===== config.mk =====
export PLATFORM = sky130hd
export DESIGN_NAME = cop_board_glue
export DESIGN_NICKNAME = d
export VERILOG_FILES = /design/src/hdl/cop_pkg.sv /design/src/hdl/cop_cen_gen.sv /design/src/hdl/cop_mcu_port_in.sv /design/src/hdl/cop_mcu_port_out.sv /design/src/hdl/cop_status_mux.sv /design/src/hdl/cop_board_glue.sv
export SDC_FILE = /design/constraint.sdc
export NUM_CORES = 1
export LEC_CHECK = 0
export ABC_AREA = 1
export BUFFER_PORTS_ARGS = -buffer_cell sky130_fd_sc_hd__clkbuf_2
export CORE_AREA = 2 2 78 80
export CTS_BUF_LIST = sky130_fd_sc_hd__clkbuf_16
export DETAILED_ROUTE_END_ITERATION = 8
export DIE_AREA = 0 0 80 82
export PLACE_DENSITY = 0.73
export RECOVER_POWER = 100
export SYNTH_ARGS = -nofsm -noshare
export SYNTH_HDL_FRONTEND = slang
export SYNTH_SLANG_ARGS = --single-unit

===== constraint.sdc =====
create_clock -name clk -period 1.1 [get_ports clk]
set_clock_uncertainty 0.1 [all_clocks]
set_input_delay 0.055 -clock clk [delete_from_list [all_inputs] [get_ports clk]]
set_output_delay 0.055 -clock clk [all_outputs]
set_load 0.02 [all_outputs]

===== src/hdl/cop_pkg.sv =====
/*
 * Shared definitions for the board glue between the main CPU, the 8751
 * protection MCU and the status port: data widths, port 2 control bit
 * positions and clock enable divide ratios
 */

package cop_pkg;

    localparam int BYTE_W = 8;
    localparam int WORD_W = 16;
    localparam int SEL_W  = 6;

    typedef logic [BYTE_W-1:0] byte_t;
    typedef logic [WORD_W-1:0] word_t;
    typedef logic [SEL_W-1:0]  sel_t;

    // MCU port 2 bits, active low except for the second select
    localparam int P2_SEL2_BIT    = 2;
    localparam int P2_IRQ_CLR_BIT = 3;
    localparam int P2_RDHI_BIT    = 4;
    localparam int P2_RDLO_BIT    = 5;
    localparam int P2_WRLO_BIT    = 6;
    localparam int P2_WRHI_BIT    = 7;

    // Divide ratios from the 24 MHz clock
    localparam int CEN_MCU_DIV = 3;   // 8 MHz
    localparam int CEN_OPL_DIV = 8;   // 3 MHz
    localparam int CEN_OPN_DIV = 16;  // 1.5 MHz

    // Status dump selector sits in the top two address bits
    localparam int ST_SEL_MSB = 7;

endpackage


===== src/hdl/cop_cen_gen.sv =====
/*
 * Clock enable generator for the MCU and the two sound chips.
 * One-cycle pulses at 8, 3 and 1.5 MHz out of the 24 MHz clock
 */

`timescale 1ns/1ps

module cop_cen_gen import cop_pkg::*; (
    input  logic clk,
    input  logic rst24,
    output logic cen_mcu,
    output logic cen_opl,
    output logic cen_opn
);

    logic [$clog2(CEN_MCU_DIV)-1:0] mcu_cnt;
    // Shared counter keeps the two sound enables in phase
    logic [$clog2(CEN_OPN_DIV)-1:0] snd_cnt;

    always_ff @(posedge clk or posedge rst24) begin
        if (rst24) begin
            mcu_cnt <= '0;
            snd_cnt <= '0;
            cen_mcu <= 1'b0;
            cen_opl <= 1'b0;
            cen_opn <= 1'b0;
        end else begin
            if (mcu_cnt == CEN_MCU_DIV - 1) begin
                mcu_cnt <= '0;
            end else begin
                mcu_cnt <= mcu_cnt + 1'b1;
            end
            cen_mcu <= mcu_cnt == CEN_MCU_DIV - 1;

            snd_cnt <= snd_cnt + 1'b1;
            // Low bits wrap every 8 counts, the full counter every 16
            cen_opl <= &snd_cnt[$clog2(CEN_OPL_DIV)-1:0];
            cen_opn <= &snd_cnt;
        end
    end

    // The slow sound enable must never fall between fast ones
    a_opn_on_opl: assert property (
        @(posedge clk) disable iff (rst24) cen_opn |-> cen_opl
    ) else $error("cen_opn pulse without cen_opl");

endmodule


===== src/hdl/cop_mcu_port_in.sv =====
/*
 * MCU input side. Latches either half of the CPU word for port 0,
 * raises the MCU interrupt on a rising CPU select and builds port 3
 */

`timescale 1ns/1ps

module cop_mcu_port_in import cop_pkg::*; (
    input  logic  clk,
    input  logic  rst24,
    input  word_t mcu_din,
    input  sel_t  mcu_sel,
    input  byte_t mcu_p2o,
    input  byte_t mcu_p3o,
    output byte_t mcu_p0i,
    output logic  mcu_intn,
    output byte_t mcu_p3i
);

    logic sel0_l;
    logic sel0_rise;
    logic irq_clr;

    assign sel0_rise = mcu_sel[0] & ~sel0_l;
    assign irq_clr   = ~mcu_p2o[P2_IRQ_CLR_BIT];

    always_ff @(posedge clk or posedge rst24) begin
        if (rst24) begin
            sel0_l   <= 1'b0;
            mcu_intn <= 1'b1;
            mcu_p0i  <= '0;
        end else begin
            sel0_l <= mcu_sel[0];

            // MCU acknowledge wins over a fresh request
            if (irq_clr) begin
                mcu_intn <= 1'b1;
            end else if (sel0_rise) begin
                mcu_intn <= 1'b0;
            end

            // Low byte has priority when both reads are active
            if (!mcu_p2o[P2_RDLO_BIT]) begin
                mcu_p0i <= mcu_din[7:0];
            end else if (!mcu_p2o[P2_RDHI_BIT]) begin
                mcu_p0i <= mcu_din[15:8];
            end
        end
    end

    // Upper selects on top, MCU's own port 3 looped back below
    assign mcu_p3i = {mcu_sel[5:3], mcu_p3o[4:0]};

    // A pending interrupt only goes away through the MCU clear bit
    a_intn_held: assert property (
        @(posedge clk) disable iff (rst24)
        (!mcu_intn && mcu_p2o[P2_IRQ_CLR_BIT]) |=> !mcu_intn
    ) else $error("mcu_intn released without clear");

endmodule


===== src/hdl/cop_mcu_port_out.sv =====
/*
 * MCU output side. Assembles the 16-bit word the MCU writes toward the
 * CPU one byte at a time and decodes the ROM bank flags and the second
 * select from ports 1, 2 and 3
 */

`timescale 1ns/1ps

module cop_mcu_port_out import cop_pkg::*; (
    input  logic       clk,
    input  logic       rst24,
    input  byte_t      mcu_p0o,
    input  byte_t      mcu_p1o,
    input  byte_t      mcu_p2o,
    input  byte_t      mcu_p3o,
    output word_t      mcu_dout,
    output logic [2:1] sndflag,
    output logic [2:1] b1flg,
    output logic [2:1] mixflg,
    output logic       b0flg,
    output logic [2:0] crback,
    output logic       mcu_sel2
);

    logic wr_hi;
    logic wr_lo;

    assign wr_hi = ~mcu_p2o[P2_WRHI_BIT];
    assign wr_lo = ~mcu_p2o[P2_WRLO_BIT];

    always_ff @(posedge clk or posedge rst24) begin
        if (rst24) begin
            mcu_dout <= '0;
        end else begin
            // Each half is written on its own strobe
            if (wr_hi) begin
                mcu_dout[15:8] <= mcu_p0o;
            end
            if (wr_lo) begin
                mcu_dout[7:0] <= mcu_p0o;
            end
        end
    end

    // Bank flags packed from bit 6 down, bit 7 unused
    assign {sndflag, b1flg, b0flg, mixflg} = mcu_p1o[6:0];

    assign crback   = mcu_p3o[2:0];
    assign mcu_sel2 = mcu_p2o[P2_SEL2_BIT];

    // Word seen by the CPU holds while the MCU is not writing
    a_dout_stable: assert property (
        @(posedge clk) disable iff (rst24)
        (!wr_hi && !wr_lo) |=> $stable(mcu_dout)
    ) else $error("mcu_dout changed without a write strobe");

endmodule


===== src/hdl/cop_status_mux.sv =====
/*
 * Status dump multiplexer. Registers one of four debug status bytes,
 * picked by the top two bits of the status address
 */

`timescale 1ns/1ps

module cop_status_mux import cop_pkg::*; (
    input  logic  clk,
    input  logic  rst24,
    input  byte_t st_addr,
    input  byte_t st_video,
    input  byte_t snd_latch,
    input  byte_t st_main,
    input  byte_t st_snd,
    output byte_t st_dout
);

    always_ff @(posedge clk or posedge rst24) begin
        if (rst24) begin
            st_dout <= '0;
        end else begin
            case (st_addr[ST_SEL_MSB -: 2])
                2'd0: st_dout <= st_video;
                2'd1: st_dout <= snd_latch;
                2'd2: st_dout <= st_main;
                default: st_dout <= st_snd;
            endcase
        end
    end

endmodule


===== src/hdl/cop_board_glue.sv =====
/*
 * Board glue between the main CPU, the 8751 MCU ports and the status
 * port. Clock enables, MCU input and output sides and status readout
 */

`timescale 1ns/1ps

module cop_board_glue import cop_pkg::*; (
    input  logic       clk,
    input  logic       rst24,
    // CPU side
    input  word_t      mcu_din,
    input  sel_t       mcu_sel,
    output word_t      mcu_dout,
    output logic       mcu_sel2,
    // MCU ports
    input  byte_t      mcu_p0o,
    input  byte_t      mcu_p1o,
    input  byte_t      mcu_p2o,
    input  byte_t      mcu_p3o,
    output byte_t      mcu_p0i,
    output byte_t      mcu_p3i,
    output logic       mcu_intn,
    // ROM bank control
    output logic [2:1] sndflag,
    output logic [2:1] b1flg,
    output logic [2:1] mixflg,
    output logic       b0flg,
    output logic [2:0] crback,
    // Clock enables
    output logic       cen_mcu,
    output logic       cen_opl,
    output logic       cen_opn,
    // Status dump
    input  byte_t      st_addr,
    input  byte_t      st_video,
    input  byte_t      snd_latch,
    input  byte_t      st_main,
    input  byte_t      st_snd,
    output byte_t      st_dout
);

    cop_cen_gen u_cen (
        .clk      (clk),
        .rst24    (rst24),
        .cen_mcu  (cen_mcu),
        .cen_opl  (cen_opl),
        .cen_opn  (cen_opn)
    );

    cop_mcu_port_in u_port_in (
        .clk      (clk),
        .rst24    (rst24),
        .mcu_din  (mcu_din),
        .mcu_sel  (mcu_sel),
        .mcu_p2o  (mcu_p2o),
        .mcu_p3o  (mcu_p3o),
        .mcu_p0i  (mcu_p0i),
        .mcu_intn (mcu_intn),
        .mcu_p3i  (mcu_p3i)
    );

    cop_mcu_port_out u_port_out (
        .clk      (clk),
        .rst24    (rst24),
        .mcu_p0o  (mcu_p0o),
        .mcu_p1o  (mcu_p1o),
        .mcu_p2o  (mcu_p2o),
        .mcu_p3o  (mcu_p3o),
        .mcu_dout (mcu_dout),
        .sndflag  (sndflag),
        .b1flg    (b1flg),
        .mixflg   (mixflg),
        .b0flg    (b0flg),
        .crback   (crback),
        .mcu_sel2 (mcu_sel2)
    );

    cop_status_mux u_status (
        .clk       (clk),
        .rst24     (rst24),
        .st_addr   (st_addr),
        .st_video  (st_video),
        .snd_latch (snd_latch),
        .st_main   (st_main),
        .st_snd    (st_snd),
        .st_dout   (st_dout)
    );

endmodule


==> out/results.txt <==
Die Width - 80 um
DR pass1 iterations - 4
final layout net count - 447
# setup viols final - 0
pre-CTS WS - 0.0159 ns
CP top delay family - flip-flops
Tmin final - 1.08 ns
Worst Hold End - mcu_p3i[5]
max frequency - 925 MHz
maximum vdd drop - 0.586 mV
max_slew headroom - 65.5%
per-cell routed wire length - 12.4 um
P&R area growth vs syn - 59.1%
Total Routed Length - 5.25 mm
Worst Path Arrival - 0.93 ns
# fillers - 517
vias per std cell - 4.51
Seq pwr share - 44.2%
syn_area_per_cell - 9.43 um2
PortBufs - 101
biggest fanout along the worst timing path - 2
worst reg2reg setup slack - 0.03 ns
sequential area share after synthesis - 56.0%
diode count - 0
Reg clk slew, reported paths - 0.06 ns
crit path launch type - flop
Pwr Total - 3.97 mW
simple-gate share of the synthesized area - 23.1%
Hold Vio Cnt, Final - 0
die height - 82 um
leakage - 1.53 nW
Adder-Cell Fraction of Synth Area - 1.30%
fraction of layout instances using a drive strength above 1 - 28.6%
switching power - 1.07 mW
synth warn - 0
Worst setup EP type - primary output
largest net degree at the start of global routing - 44
initial core utilization - 33.5%
CP max stage cell - dfstp_2
post-synth cell types - 17
most frequent cells in the layout - 79 x clkbuf_2, 59 x dlygate4sd3_1, 51 x nand2_1, 42 x dfrtp_1, 33 x nand3_1
Synth Area in Compound Gates - 4.42%
Die ar. - 6560 um2
#FFs+latches synth - 43
first-pass GRT wire length - 8.40 mm
final cycle utilization of the critical path - 98.2%
Reg2Reg Capture Point - u_cen.snd_cnt[2]
mux cell area share after synthesis - 0%
Pins Over Slew Limit - 0
largest family of logic cells by synthesized area - simple AND/OR/NAND/NOR gates
vias in the first global route - 1925
FF-to-FF path depth - 2
outcome - complete, no violations
Placeable Area - 5750 um2
initial antenna violation count - 0
HP Class - primary input to primary output
number of H-tree levels - 2
Slew @ Worst Pin - 0.518 ns
row count - 28
Switching Fraction - 27.1%
worst hold start - mcu_sel[3]
Routed Antenna Nets - 0
Total GRT Usage - 16.6%
DRC viols - 0
CTS Sinks - 43
DR vias - 1916
Critical Path Stages - 1
Post-Syn Area - 1920 um2
Hold Crit Depth - 0
syn_nets - 302
Clk network pwr share - 36.5%
Post-DP HPWL - 3.33 mm
# IOs - 151
Gate Count Post-Synth - 204
critical path cell sequence - buf_8
most common cell after layout, fill and taps aside - clkbuf_2
Crit Reg-Reg Startpoint - u_cen.snd_cnt[1]
Clock Tree Buf Depth - 2
internal power - 2.89 mW
final worst setup slack - 0.0193 ns
Post-Synth XOR/XNOR Area - 0.455%
worst skew pair latency - 0.28 ns
Comb power frac - 19.4%
Critical Path RT - 0.94 ns
crit path kind - flop to primary output
1st-iter DRT viols - 83
crit path buf inv count - 1
CTS buffer count - 5
CTS tree - yes
clock root buffer - clkbuf_16
unrepaired setup endpoints after global routing - yes
Max-Cap Viols - 0
pwr/cell area - 1300 nW/um2
CP max stage delay - 0.54 ns
RePlAce Congestion - 0.699
gr ovfl total - 0
## what timing repair did
item / 4_1_cts / 5_1_grt
setup buffers: 0 / 1
pin swaps: 0 / 1
setup endpoints to repair: 2 / 2
hold buffers: 59 / 0
resized for setup: 3 / 1
endpoints found under the hold margin: 77 / 0
## power by group through the flow
stage | clock network (mW) | logic, mW | registers (mW)
2_1_floorplan | 0 | 0.306 | 1.92
4_1_cts | 1.50 | 0.789 | 1.75
6_report | 1.45 | 0.768 | 1.75
5_1_grt | 1.57 | 0.844 | 1.76
3_5_place_dp | 0 | 0.622 | 1.78
3_3_place_gp | 0 | 0.610 | 1.78
## metrics by stage
step	cells	util, %	area, um2	hold slack, ns	setup TNS, ns
3_5_place_dp	357	40.7	2340	0.0101	0
6_report	425	53.3	3060	0.0100	0
4_1_cts	424	53.8	3090	0.0101	-0.00514
2_1_floorplan	204	-	1930	-0.0475	0
5_1_grt	425	53.3	3060	0.0100	-0.0156
3_3_place_gp	357	40.7	2340	0.00794	0
## kinds of logic (layout without fill, tap and decap cells)
family	Yosys count	in the layout
AOI/OAI and AO/OA	17	17
xor gates and xnor gates	1	1
adders and majority gates	2	2
buffers and inverters	43	189
DFF	43	43
and+or+nand+nor	98	98
## cell usage after synthesis
cell,n,area (um2)
buf_12,1,20.0
buf_4,21,158
buf_6,2,22.5
buf_8,1,15.0
dfrtp_1,42,1050
dfstp_2,1,26.3
ha_1,2,25.0
inv_1,14,52.6
inv_2,4,15.0
nand2_1,51,191
nand3_1,33,165
nand4_1,8,50.1
nor2_1,4,15.0
nor2_4,2,22.5
o21ai_0,13,65.1
o21ai_1,4,20.0
xor2_1,1,8.76
## state kept, by name, summed over array words and instances, names as in the netlist
register / cells
u_cen.snd_cnt: 4
u_port_out.mcu_dout: 16
u_cen.cen_opl: 1
u_cen.cen_opn: 1
u_port_in.mcu_intn: 1
u_port_in.sel0_l: 1
u_cen.cen_mcu: 1
u_cen.mcu_cnt: 2
u_status.st_dout: 8
u_port_in.mcu_p0i: 8
## per-layer routing
metal	wire length (um)	GRT usage, %
met2	2660	30.7
met1	1910	16.5
met5	0	0
met3	508	6.37
met4	173	7.29
## cell type report
cell class	count	area, um2	area share (%)
well taps	75	93.8	3.07
flip-flops and latches	43	1080	35.2
clock inverters	3	25.0	0.818
inverters	18	71.3	2.33
multi-input cells	118	566	18.5
repair buffers	163	1100	36.0
clock buffers	5	125	4.09
## worst max-delay path by stage
| stage | endpoint | startpoint | slack [ns] |
|---|---|---|---|
| 2_1_floorplan | u_cen.snd_cnt[2] | u_cen.snd_cnt[0] | 0.04 |
| 3_3_place_gp | u_cen.snd_cnt[2] | u_cen.snd_cnt[0] | 0.05 |
| 3_5_place_dp | u_cen.snd_cnt[2] | u_cen.snd_cnt[0] | 0.02 |
| 4_1_cts | mcu_intn | u_port_in.mcu_intn | -0.005 |
| 5_1_grt | mcu_intn | u_port_in.mcu_intn | -0.02 |
| 6_report | mcu_intn | u_port_in.mcu_intn | 0.02 |
No activity file was read; power rests on OpenSTA's default activity.
